<file path="config.mk">
export PLATFORM = sky130hd
export DESIGN_NAME = dispatch_top
export DESIGN_NICKNAME = d
export VERILOG_FILES = /design/src/source/dispatch_pkg.sv /design/src/source/dispatch_top.sv /design/src/source/dispatcher.sv /design/src/source/issue_queue.sv /design/src/source/reg_status.sv /design/src/source/rob_alloc.sv
export SDC_FILE = /design/constraint.sdc
export NUM_CORES = 2
export LEC_CHECK = 0
export BUFFER_PORTS_ARGS = -buffer_cell sky130_fd_sc_hd__buf_2
export CAP_MARGIN = 5
export CORE_UTILIZATION = 30
export CTS_CLUSTER_DIAMETER = 60
export DETAILED_ROUTE_END_ITERATION = 16
export GPL_ROUTABILITY_DRIVEN = 0
export GPL_TIMING_DRIVEN = 1
export PLACE_DENSITY = 0.43
export SLEW_MARGIN = 5
export SYNTH_ARGS = -nofsm -noshare
export SYNTH_HDL_FRONTEND = slang
export SYNTH_SLANG_ARGS = --single-unit
export TNS_END_PERCENT = 100
</file>
<file path="constraint.sdc">
create_clock -name clk -period 15.3 [get_ports clk]
set_input_delay 3.06 -clock clk [delete_from_list [all_inputs] [get_ports clk]]
set_output_delay 3.06 -clock clk [all_outputs]
set_load 0.05 [all_outputs]
</file>
<file path="src/source/dispatch_pkg.sv">
`default_nettype none

package dispatch_pkg;

    localparam int data_len    = 32;
    localparam int reg_len     = 5;
    localparam int rob_depth   = 8;
    localparam int rob_len     = 3;
    localparam int queue_depth = 4;
    localparam int queue_len   = 2;

    // loads and stores must stay contiguous, op_lb .. op_sw
    typedef enum logic [5:0] {
        op_nop, op_lui, op_auipc, op_jal, op_jalr,
        op_beq, op_bne, op_blt, op_bge, op_bltu, op_bgeu,
        op_lb, op_lh, op_lw, op_lbu, op_lhu, op_sb, op_sh, op_sw,
        op_addi, op_slti, op_sltiu, op_xori, op_ori, op_andi,
        op_slli, op_srli, op_srai,
        op_add, op_sub, op_sll, op_slt, op_sltu, op_xor,
        op_srl, op_sra, op_or, op_and
    } op_t;

    typedef struct packed {
        op_t                 op;
        logic [data_len-1:0] v1;
        logic [data_len-1:0] v2;
        logic                q1_valid;
        logic [rob_len-1:0]  q1;
        logic                q2_valid;
        logic [rob_len-1:0]  q2;
        logic [data_len-1:0] pc;
        logic [data_len-1:0] imm;
        logic [rob_len-1:0]  rob_id;
    } rs_entry_t;

    typedef struct packed {
        op_t                 op;
        logic [data_len-1:0] v1;
        logic [data_len-1:0] v2;
        logic                q1_valid;
        logic [rob_len-1:0]  q1;
        logic                q2_valid;
        logic [rob_len-1:0]  q2;
        logic [data_len-1:0] imm;
        logic [rob_len-1:0]  rob_id;
    } lsb_entry_t;

endpackage

`default_nettype wire

</file>
<file path="src/source/dispatch_top.sv">
`default_nettype none

module dispatch_top import dispatch_pkg::*; (
    input  wire logic                clk,
    input  wire logic                rst_n,
    input  wire logic                inst_valid,
    output logic                     inst_ready,
    input  wire logic [data_len-1:0] pc,
    input  wire op_t                 op,
    input  wire logic [reg_len-1:0]  rd,
    input  wire logic [reg_len-1:0]  rs1,
    input  wire logic [reg_len-1:0]  rs2,
    input  wire logic [data_len-1:0] imm,
    input  wire logic                cdb_valid,
    input  wire logic [rob_len-1:0]  cdb_tag,
    input  wire logic [data_len-1:0] cdb_value,
    output logic                     rs_valid,
    output rs_entry_t                rs_entry,
    input  wire logic                rs_pop,
    output logic                     lsb_valid,
    output lsb_entry_t               lsb_entry,
    input  wire logic                lsb_pop,
    output logic                     commit_valid,
    output logic      [reg_len-1:0]  commit_rd,
    output logic      [rob_len-1:0]  commit_tag,
    output logic      [data_len-1:0] commit_value
);

    logic [reg_len-1:0]  rd_addr1, rd_addr2;
    logic [data_len-1:0] val1, val2;
    logic                tag1_valid, tag2_valid;
    logic [rob_len-1:0]  tag1, tag2;
    logic                alloc_en;
    logic [reg_len-1:0]  alloc_rd;
    logic [data_len-1:0] alloc_pc;
    logic [rob_len-1:0]  alloc_tag;
    logic                rob_full;
    logic [rob_len-1:0]  q1, q2;
    logic                q1_ready, q2_ready;
    logic [data_len-1:0] q1_value, q2_value;
    logic                rename_en;
    logic [reg_len-1:0]  rename_rd;
    logic [rob_len-1:0]  rename_tag;
    logic                rs_push, lsb_push;
    logic                rs_full, lsb_full;
    rs_entry_t           rs_push_entry;
    lsb_entry_t          lsb_push_entry;

    dispatcher dispatcher_inst (
        .clk, .rst_n, .inst_valid, .inst_ready, .pc, .op, .rd, .rs1, .rs2, .imm,
        .rd_addr1, .rd_addr2, .val1, .val2, .tag1_valid, .tag2_valid, .tag1, .tag2,
        .alloc_en, .alloc_rd, .alloc_pc, .alloc_tag, .rob_full,
        .q1, .q2, .q1_ready, .q1_value, .q2_ready, .q2_value,
        .cdb_valid, .cdb_tag, .cdb_value, .rename_en, .rename_rd, .rename_tag,
        .rs_push, .rs_entry(rs_push_entry), .rs_full,
        .lsb_push, .lsb_entry(lsb_push_entry), .lsb_full
    );

    reg_status reg_status_inst (
        .clk, .rst_n, .rd_addr1, .rd_addr2, .val1, .val2,
        .tag1_valid, .tag1, .tag2_valid, .tag2, .rename_en, .rename_rd, .rename_tag,
        .commit_valid, .commit_rd, .commit_tag, .commit_value
    );

    rob_alloc rob_alloc_inst (
        .clk, .rst_n, .alloc_en, .alloc_rd, .alloc_pc, .alloc_tag, .full(rob_full),
        .q1, .q2, .q1_ready, .q1_value, .q2_ready, .q2_value,
        .cdb_valid, .cdb_tag, .cdb_value,
        .commit_valid, .commit_rd, .commit_tag, .commit_value
    );

    issue_queue #(.payload_t(rs_entry_t)) rs_queue (
        .clk, .rst_n, .push(rs_push), .entry(rs_push_entry), .full(rs_full),
        .valid(rs_valid), .head(rs_entry), .pop(rs_pop)
    );

    issue_queue #(.payload_t(lsb_entry_t)) lsb_queue (
        .clk, .rst_n, .push(lsb_push), .entry(lsb_push_entry), .full(lsb_full),
        .valid(lsb_valid), .head(lsb_entry), .pop(lsb_pop)
    );

endmodule

`default_nettype wire

</file>
<file path="src/source/dispatcher.sv">
`default_nettype none

module dispatcher import dispatch_pkg::*; (
    input  wire logic                clk,
    input  wire logic                rst_n,
    input  wire logic                inst_valid,
    output logic                     inst_ready,
    input  wire logic [data_len-1:0] pc,
    input  wire op_t                 op,
    input  wire logic [reg_len-1:0]  rd,
    input  wire logic [reg_len-1:0]  rs1,
    input  wire logic [reg_len-1:0]  rs2,
    input  wire logic [data_len-1:0] imm,
    output logic      [reg_len-1:0]  rd_addr1,
    output logic      [reg_len-1:0]  rd_addr2,
    input  wire logic [data_len-1:0] val1,
    input  wire logic [data_len-1:0] val2,
    input  wire logic                tag1_valid,
    input  wire logic                tag2_valid,
    input  wire logic [rob_len-1:0]  tag1,
    input  wire logic [rob_len-1:0]  tag2,
    output logic                     alloc_en,
    output logic      [reg_len-1:0]  alloc_rd,
    output logic      [data_len-1:0] alloc_pc,
    input  wire logic [rob_len-1:0]  alloc_tag,
    input  wire logic                rob_full,
    output logic      [rob_len-1:0]  q1,
    output logic      [rob_len-1:0]  q2,
    input  wire logic                q1_ready,
    input  wire logic [data_len-1:0] q1_value,
    input  wire logic                q2_ready,
    input  wire logic [data_len-1:0] q2_value,
    input  wire logic                cdb_valid,
    input  wire logic [rob_len-1:0]  cdb_tag,
    input  wire logic [data_len-1:0] cdb_value,
    output logic                     rename_en,
    output logic      [reg_len-1:0]  rename_rd,
    output logic      [rob_len-1:0]  rename_tag,
    output logic                     rs_push,
    output rs_entry_t                rs_entry,
    input  wire logic                rs_full,
    output logic                     lsb_push,
    output lsb_entry_t               lsb_entry,
    input  wire logic                lsb_full
);

    logic                busy;
    logic                accept;
    logic                is_mem;
    logic                is_nop;
    logic                done;
    op_t                 op_q;
    logic [reg_len-1:0]  rd_q;
    logic [data_len-1:0] pc_q;
    logic [data_len-1:0] imm_q;
    logic [rob_len-1:0]  tag_q;
    logic                p1, p2;
    logic [data_len-1:0] v1, v2;

    // still waiting on a producer after rob and cdb lookup
    function automatic logic pending(input logic tv, input logic [rob_len-1:0] tag,
                                     input logic rob_rdy, input logic bus_valid,
                                     input logic [rob_len-1:0] bus_tag);
        return tv && !rob_rdy && !(bus_valid && bus_tag == tag);
    endfunction

    function automatic logic [data_len-1:0] resolve(input logic tv,
                                                    input logic [data_len-1:0] reg_val,
                                                    input logic rob_rdy,
                                                    input logic [data_len-1:0] rob_val,
                                                    input logic bus_valid,
                                                    input logic [data_len-1:0] bus_value);
        if (!tv) begin
            return reg_val;
        end else if (rob_rdy) begin
            return rob_val;
        end else if (bus_valid) begin
            return bus_value;
        end
        return '0;
    endfunction

    // phase 1
    assign inst_ready = !busy && !rob_full && !rs_full && !lsb_full;
    assign accept     = inst_valid && inst_ready;
    assign alloc_en   = accept && (op != op_nop);
    assign alloc_rd   = rd;
    assign alloc_pc   = pc;

    // phase 2, holds while the target queue is full
    assign is_nop   = (op_q == op_nop);
    assign is_mem   = (op_q >= op_lb) && (op_q <= op_sw);
    assign rs_push  = busy && !is_nop && !is_mem && !rs_full;
    assign lsb_push = busy && !is_nop && is_mem && !lsb_full;
    assign done     = is_nop || rs_push || lsb_push;

    assign q1 = tag1;
    assign q2 = tag2;
    assign p1 = pending(tag1_valid, tag1, q1_ready, cdb_valid, cdb_tag);
    assign p2 = pending(tag2_valid, tag2, q2_ready, cdb_valid, cdb_tag);
    assign v1 = p1 ? '0 : resolve(tag1_valid, val1, q1_ready, q1_value, cdb_valid, cdb_value);
    assign v2 = p2 ? '0 : resolve(tag2_valid, val2, q2_ready, q2_value, cdb_valid, cdb_value);

    assign rename_en  = (rs_push || lsb_push) && (rd_q != '0);
    assign rename_rd  = rd_q;
    assign rename_tag = tag_q;

    assign rs_entry  = '{op: op_q, v1: v1, v2: v2, q1_valid: p1, q1: tag1, q2_valid: p2,
                         q2: tag2, pc: pc_q, imm: imm_q, rob_id: tag_q};
    assign lsb_entry = '{op: op_q, v1: v1, v2: v2, q1_valid: p1, q1: tag1, q2_valid: p2,
                         q2: tag2, imm: imm_q, rob_id: tag_q};

    always_ff @(posedge clk or negedge rst_n) begin
        if (!rst_n) begin
            busy <= 1'b0;
        end else if (accept) begin
            busy <= 1'b1;
        end else if (busy && done) begin
            busy <= 1'b0;
        end
    end

    always_ff @(posedge clk) begin
        if (accept) begin
            op_q     <= op;
            rd_q     <= rd;
            pc_q     <= pc;
            imm_q    <= imm;
            tag_q    <= alloc_tag;
            rd_addr1 <= rs1;
            rd_addr2 <= rs2;
        end
    end

endmodule

`default_nettype wire

</file>
<file path="src/source/issue_queue.sv">
`default_nettype none

module issue_queue import dispatch_pkg::*; #(
    parameter type payload_t = logic
) (
    input  wire logic     clk,
    input  wire logic     rst_n,
    input  wire logic     push,
    input  wire payload_t entry,
    output logic          full,
    output logic          valid,
    output payload_t      head,
    input  wire logic     pop
);

    payload_t             mem [queue_depth];
    logic [queue_len-1:0] rd_ptr;
    logic [queue_len-1:0] wr_ptr;
    logic [queue_len:0]   count;
    logic                 do_push;
    logic                 do_pop;

    assign full    = (count == queue_depth);
    assign valid   = (count != '0);
    assign head    = mem[rd_ptr];
    assign do_push = push && !full;
    assign do_pop  = pop && valid;

    always_ff @(posedge clk or negedge rst_n) begin
        if (!rst_n) begin
            rd_ptr <= '0;
            wr_ptr <= '0;
            count  <= '0;
        end else begin
            if (do_push) begin
                wr_ptr <= wr_ptr + 1'b1;
            end
            if (do_pop) begin
                rd_ptr <= rd_ptr + 1'b1;
            end
            count <= count + (queue_len + 1)'(do_push) - (queue_len + 1)'(do_pop);
        end
    end

    always_ff @(posedge clk) begin
        if (do_push) begin
            mem[wr_ptr] <= entry;
        end
    end

endmodule

`default_nettype wire

</file>
<file path="src/source/reg_status.sv">
`default_nettype none

module reg_status import dispatch_pkg::*; (
    input  wire logic                clk,
    input  wire logic                rst_n,
    input  wire logic [reg_len-1:0]  rd_addr1,
    input  wire logic [reg_len-1:0]  rd_addr2,
    output logic      [data_len-1:0] val1,
    output logic      [data_len-1:0] val2,
    output logic                     tag1_valid,
    output logic      [rob_len-1:0]  tag1,
    output logic                     tag2_valid,
    output logic      [rob_len-1:0]  tag2,
    input  wire logic                rename_en,
    input  wire logic [reg_len-1:0]  rename_rd,
    input  wire logic [rob_len-1:0]  rename_tag,
    input  wire logic                commit_valid,
    input  wire logic [reg_len-1:0]  commit_rd,
    input  wire logic [rob_len-1:0]  commit_tag,
    input  wire logic [data_len-1:0] commit_value
);

    logic [data_len-1:0] values   [32];
    logic [rob_len-1:0]  tags     [32];
    logic                renamed  [32];

    assign val1       = values[rd_addr1];
    assign val2       = values[rd_addr2];
    assign tag1_valid = renamed[rd_addr1];
    assign tag1       = tags[rd_addr1];
    assign tag2_valid = renamed[rd_addr2];
    assign tag2       = tags[rd_addr2];

    always_ff @(posedge clk or negedge rst_n) begin
        if (!rst_n) begin
            for (int i = 0; i < 32; i++) begin
                values[i]  <= '0;
                tags[i]    <= '0;
                renamed[i] <= 1'b0;
            end
        end else begin
            // x0 stays zero and is never renamed
            if (commit_valid && commit_rd != '0) begin
                values[commit_rd] <= commit_value;
                if (renamed[commit_rd] && tags[commit_rd] == commit_tag) begin
                    renamed[commit_rd] <= 1'b0;
                end
            end
            // newer rename overrides the commit clear
            if (rename_en && rename_rd != '0) begin
                renamed[rename_rd] <= 1'b1;
                tags[rename_rd]    <= rename_tag;
            end
        end
    end

endmodule

`default_nettype wire

</file>
<file path="src/source/rob_alloc.sv">
`default_nettype none

module rob_alloc import dispatch_pkg::*; (
    input  wire logic                clk,
    input  wire logic                rst_n,
    input  wire logic                alloc_en,
    input  wire logic [reg_len-1:0]  alloc_rd,
    input  wire logic [data_len-1:0] alloc_pc,
    output logic      [rob_len-1:0]  alloc_tag,
    output logic                     full,
    input  wire logic [rob_len-1:0]  q1,
    input  wire logic [rob_len-1:0]  q2,
    output logic                     q1_ready,
    output logic      [data_len-1:0] q1_value,
    output logic                     q2_ready,
    output logic      [data_len-1:0] q2_value,
    input  wire logic                cdb_valid,
    input  wire logic [rob_len-1:0]  cdb_tag,
    input  wire logic [data_len-1:0] cdb_value,
    output logic                     commit_valid,
    output logic      [reg_len-1:0]  commit_rd,
    output logic      [rob_len-1:0]  commit_tag,
    output logic      [data_len-1:0] commit_value
);

    logic [rob_len-1:0]  head;
    logic [rob_len-1:0]  tail;
    logic [rob_len:0]    count;
    logic                ready    [rob_depth];
    logic [data_len-1:0] value    [rob_depth];
    logic [reg_len-1:0]  dest     [rob_depth];
    logic                do_alloc;

    assign full      = (count == rob_depth);
    assign alloc_tag = tail;
    assign do_alloc  = alloc_en && !full;

    assign q1_ready = ready[q1];
    assign q1_value = value[q1];
    assign q2_ready = ready[q2];
    assign q2_value = value[q2];

    // head retires as soon as it holds a result
    assign commit_valid = (count != '0) && ready[head];
    assign commit_rd    = dest[head];
    assign commit_tag   = head;
    assign commit_value = value[head];

    always_ff @(posedge clk or negedge rst_n) begin
        if (!rst_n) begin
            head  <= '0;
            tail  <= '0;
            count <= '0;
            for (int i = 0; i < rob_depth; i++) begin
                ready[i] <= 1'b0;
            end
        end else begin
            if (cdb_valid) begin
                ready[cdb_tag] <= 1'b1;
            end
            if (do_alloc) begin
                ready[tail] <= 1'b0;
                tail        <= tail + 1'b1;
            end
            if (commit_valid) begin
                head <= head + 1'b1;
            end
            count <= count + (rob_len + 1)'(do_alloc) - (rob_len + 1)'(commit_valid);
        end
    end

    always_ff @(posedge clk) begin
        if (cdb_valid) begin
            value[cdb_tag] <= cdb_value;
        end
        if (do_alloc) begin
            dest[tail] <= alloc_rd;
        end
    end

endmodule

`default_nettype wire

</file>
# --- Word level (Yosys, flattened, before mapping) ---
# Memory sizes are Yosys's and may differ from the RTL's.
# Index checks and enable logic that the tools add are counted.
word_totals:
  regBits: 1273
  ramBits: 1328
  in_bits: 126
  output_inout_bits: 302
  elab_cells: 301
  mem_count: 4
mem_list:
  columns: ["memory", "words", "width", "rd", "rd_clocked_by_memory_dff", "write_ports", "line_no", "source"]
  rows:
  - ["rs_queue.mem", 4, 145, 1, 0, 1, "issue_queue.sv:16", "payload_t mem [queue_depth];"]
  - ["lsb_queue.mem", 4, 113, 1, 0, 1, "issue_queue.sv:16", null]
  - ["rob_alloc_inst.value", 8, 32, 3, 0, 1, "rob_alloc.sv:30", "logic [data_len-1:0] value [rob_depth];"]
  - ["rob_alloc_inst.dest", 8, 5, 1, 0, 1, "rob_alloc.sv:31", "logic [reg_len-1:0] dest [rob_depth];"]
classes:
  n_addsub: 12
  order_cmp: 15
  n_eq_ne: 6
  mux: 75
  n_bitwise: 15
  reduce_logical: 53
ops:
  columns: ["operator", "n"]
  rows:
  - ["1024-bit bitwise mux", 1]
  - ["32-bit 2-to-1 mux", 17]
  - ["32-bit binary-select mux with 5-bit select", 2]
  - ["32-bit demux with 5-bit select", 1]
  - ["96-bit bitwise mux", 1]
  - ["3-bit binary-select mux with 5-bit select", 3]
  - ["32-bit AND", 1]
  - ["1-bit logical AND", 32]
  - ["32-bit NOT", 1]
  - ["32-bit bitwise OR", 1]
  - ["1-bit 2-to-1 mux", 30]
  - ["6-bit >= comparator (second input constant)", 4]
  - ["5-bit NOT with 6-bit output", 4]
  - ["3-bit 2-to-1 mux", 7]
  - ["4-bit >= comparator (second input constant)", 5]
  - ["3-bit NOT with 4-bit output", 5]
  - ["8-bit 2-to-1 mux", 2]
  - ["1-bit binary-select mux with 5-bit select", 3]
  - ["3-bit demux with 5-bit select", 1]
  - ["6-bit by 1-bit < comparator with 1-bit output (second input constant)", 2]
  - ["1-bit demux with 5-bit select", 2]
  - ["1-bit logical NOT", 10]
  - ["5-bit nonzero test", 2]
  - ["1-bit binary-select mux with 3-bit select", 3]
  - ["22 further kinds", 36]

# --- Longest topological paths before layout ---
depth:
  ltp_word: 12
  depth_mapped: 15
  ltp_nobuf: 10

# --- Cells and area by module ---
# A second synthesis with hierarchy kept.
hier_totals:
  hier_cells: 6558
  area_unflattened_um2: 122164.7
modules_own_cells:
  columns: ["mod", "instances", "cells_per_inst", "area_per_inst_um2", "seq_area_each_um2"]
  rows:
  - ["reg_status", 1, 3782, 62160.9, 28827.6]
  - ["issue_queue at rs_queue", 1, 798, 21506.9, 17591.9]
  - ["issue_queue at lsb_queue", 1, 631, 16751.1, 13748.2]
  - ["rob_alloc", 1, 837, 16114.2, 9339.0]
  - ["dispatcher", 1, 510, 5631.7, 2667.6]

# --- Least setup slack after synthesis ---
# No wires, ideal clock.
synth_path:
  kind: "reg-to-output"
  startpoint: "register rob_alloc_inst.head[0], in the netlist rob_alloc_inst.commit_tag[0]"
  endpoint: "output commit_value[10]"
  t_arrival_ps: 3408
  t_required_ps: 12240
  slack_ps: 8832
  stages_incl_launch_ff: 9
  n_path_buf: 5
  cell_sequence: "dfrtp_1 > buf_4 > buf_6 > buf_1 > buf_1 > mux4_2 > mux2i_1 > clkbuf_1 > inv_1"
synth_between:
  elab_chain_cells: 1
synth_lines:
  columns: ["item", "line_no", "source"]
  rows:
  - ["from (decl)", "rob_alloc.sv:26", "logic [rob_len-1:0] head;"]
  - ["from (signal assigned)", "rob_alloc.sv:66", "head <= head + 1'b1;"]
  - ["memory read 8 x 32 bit", null, null]
  - ["to (decl)", "dispatch_top.sv:26", "output logic [data_len-1:0] commit_value"]
# Every way passes these cells.

# --- Worst setup path after layout ---
layout_path:
  startpoint: "register rob_alloc_inst.head[0], in the netlist rob_alloc_inst.commit_tag[0]"
  endpoint: "output commit_value[25]"
# The elaborated chain is that of the path after synthesis.

==> impl_metrics.ini <==
[logic_synthesis]
synth_edf_count = 1416
yosys.area_share.adder_pct = 0.2615
synth_nets = 8222
synthArstFlopShare_pct = 45.56
synth-simple-area-share_pct = 5.894
synth_top_family_by_area = multiplexers
synth_area_um2 = 118700
synth-xor-area-share_pct = 0.1624
seq_area_frac_synth_pct = 60.82
yosysUniqueCellTypes = 66
syn_inst = 8073
synth_compound_area_share_pct = 6.150
yosysWarnings = 0
synthMuxAreaShare_pct = 23.94
synthFlopType = edfxtp_1
ys_ff_latch = 2601
syn_area_per_cell_um2 = 14.70

[critical_path]
cpMostUsedCell = buf_4
crit_type = reg -> out
critical_path.max_stage_delay_ns = 0.80
slowest_stage = buf_4
worst-path-max-fanout = 41
cp-start-kind = flip-flop
critPathTopFamily = buffers and inverters
crit_path_end_kind = primary output
cp.required_ns = 12.24
worstPathCellList = buf_4, buf_4, mux4_2, mux2i_4, buf_4, inv_1, buf_2
critPathBufInv = 5
critical_path_arrival_ns = 4.68

[cts]
post-cts-setup-buffers = 0
cts_root_buffer = clkbuf_16
h-tree-depth = 5
cts_sinks = 2601
insertion_delay_ns = 0.92
path_clk_slew_ns = 0.06
cts_hold_buf = 0
cts_tree = done
clk_path_buf_depth = 4
numCtsBuffers = 304
cts_resized = 0

[floorplanning]
dieHeight_um = 631.0
die_w_um = 631.0
start_util_pct = 30.19
rows = 230
core_area_um2 = 393100
die_area_um2 = 398100
ios = 428

[run]
maxCapViolations = 0

[finish]
final_cell_mix = 1,416 x edfxtp_1, 1,246 x nand2_1, 1,178 x dfrtp_1, 1,066 x o21ai_0, 1,052 x mux4_2
nNetsFinal = 8415
final_common_cell = edfxtp_1
drive_gt1_share_pct = 27.79
area_delta_synth_final_pct = 15.37
final_area_um2 = 136900

[route]
antenna_left = 0
drt_iter0_drc = 6120
via_count = 72720
finalWirelength_um = 406800
viasPerCell = 5.286
wl_per_cell_um = 29.57
drcViolationCount = 0
drtPass1Iterations = 6

[timing]
finalHoldViolCount = 0
slew-limit-headroom_pct = 16.93
worst_slew_pin_slew_ns = 1.211
max_freq_mhz = 129.3
tns_ns = 0
min_period_over_period_pct = 50.56
finClkSkew_ns = 0.04372
min_period_ns = 7.736
drv_slew = 0
rsz0062_at_grt = false
setup_slack_ns = 7.564
setup_viol = 0

[pwr]
total_power_mw = 34.01
irDropWorstVdd_uv = 153.6
leakagePower_nw = 52.89
pwr_density_cell_nw_per_um2 = 248.4

[global_route]
grt_pass1_wl_um = 581100
overflow = 0
antenna_found_initial = 33
grt_max_degree = 180
grt_use_total_pct = 20.17
first_global_vias = 74350

[place]
port_buffers = 427
placed_cell_area_um2 = 126800
post-place-ws_ns = 8.129
hpwl_um = 247200

[run_status]
status = completed

[min_path]
hp-class = reg -> reg
-- worst register-to-register path, stage by stage (launching register included) --
cell	delay [ns]
edfxtp_1	1.02
buf_4	0.91
mux4_2	0.62
mux4_2	0.53
mux2i_4	0.18
buf_4	0.53
buf_4	0.87
buf_4	0.88
mux2i_1	0.34
nand2_1	0.07
nand3_1	0.12
a21oi_1	0.08
a211o_1	0.48
-- cells by family after synthesis --
| kind of cell | count (synthesis) |
|---|---|
| multiplexers | 1501 |
| buffers and inverters | 818 |
| XOR/XNOR | 22 |
| flip-flops | 2601 |
| AND/OR/NAND/NOR | 1767 |
| AO/OA/AOI/OAI | 1341 |
| adder cells (fa/ha/maj) | 23 |
-- cells in the mapped netlist, drive strengths merged, types with 6 or more instances --
| master | instances | area [µm²] |
|---|---|---|
| and2 | 11 | 68.82 |
| xnor2 | 16 | 140.1 |
| a21boi | 20 | 150.1 |
| inv | 79 | 296.5 |
| nor2 | 282 | 1059 |
| a2111oi | 13 | 113.9 |
| edfxtp | 1416 | 42520 |
| ha | 20 | 250.2 |
| clkbuf | 543 | 2038 |
| o21ai | 1068 | 5345 |
| and3 | 7 | 43.79 |
| a211o | 64 | 560.5 |
| a21oi | 92 | 460.4 |
| dfrtp | 1185 | 29650 |
| nand2 | 1278 | 4805 |
| nor3 | 13 | 65.06 |
| nor2b | 9 | 56.30 |
| xor2 | 6 | 52.55 |
| a32oi | 21 | 183.9 |
| nand3 | 139 | 695.7 |
| a31oi | 19 | 118.9 |
| nand2b | 11 | 71.32 |
| buf | 195 | 955.9 |
| mux2 | 109 | 1227 |
| mux2i | 340 | 3490 |
| a211oi | 11 | 87.58 |
| mux4 | 1052 | 23690 |
-- state kept, by name (all words and copies together), names as in the netlist, 6 cells and up --
| name | flops |
|---|---|
| reg_status_inst.tags | 96 |
| dispatcher_inst.op_q | 6 |
| dispatcher_inst.pc_q | 32 |
| reg_status_inst.values | 1024 |
| rob_alloc_inst.value | 256 |
| rob_alloc_inst.ready | 8 |
| reg_status_inst.renamed | 32 |
| rob_alloc_inst.dest | 40 |
| dispatcher_inst.imm_q | 32 |
| rs_queue.mem | 580 |
| lsb_queue.mem | 452 |
-- area by class of cell --
| class | count | area, µm² |
|---|---|---|
| fill | 37800 | 256200 |
| clock inverter | 147 | 1570 |
| inverter | 80 | 302.8 |
| sequential | 2601 | 72200 |
| multi-input combinational | 4654 | 43960 |
| antenna | 19 | 47.55 |
| tap | 5220 | 6531 |
| clock buffer | 411 | 8499 |
| timing repair buffer | 625 | 3800 |
-- report_power, final --
part | leakage [nW] | internal (mW) | switching (mW)
sequential | 28.3 | 10.1 | 1.28
clock | 4.91 | 4.33 | 3.06
combinational | 19.7 | 4.99 | 10.3
-- stage by stage --
step / hold slack [ns] / instances / utilization (%)
after detailed placement: 0.3820 / 13180 / 32.25
after floorplan: 0.4413 / 8073 / -
after global placement: 0.3763 / 13180 / 32.25
after global routing: 0.4076 / 13750 / 34.82
final: 0.3927 / 13760 / 34.83
after CTS: 0.3960 / 13740 / 34.81
-- metal layers --
layer / vias up / part of all wire (%) / GRT usage [%]
met4: 4 / 2.6 / 5.040
met2: 2336 / 48 / 33.26
met1: 38680 / 43 / 27.34
met5: - / 0.0057 / 0
li1: 31130 / - / -
met3: 568 / 6.1 / 3.917
-- final timing paths --
path	slack (ns)	cells after the start	startpoint	end
worst min register to register	0.39	0	reg_status_inst.values[995]	reg_status_inst.values[995]
worst max-delay path	7.56	7	rob_alloc_inst.commit_tag[0]	commit_value[25]
worst max register to register	8.31	12	dispatcher_inst.rd_addr1[0]	rs_queue.mem[1][124]
min in group asynchronous	2.16	1	rst_n	reg_status_inst.values[263]
worst min-delay path	0.39	0	reg_status_inst.values[995]	reg_status_inst.values[995]
max in group asynchronous	9.89	4	rst_n	reg_status_inst.values[1007]
(Power assumes the default switching activity.)
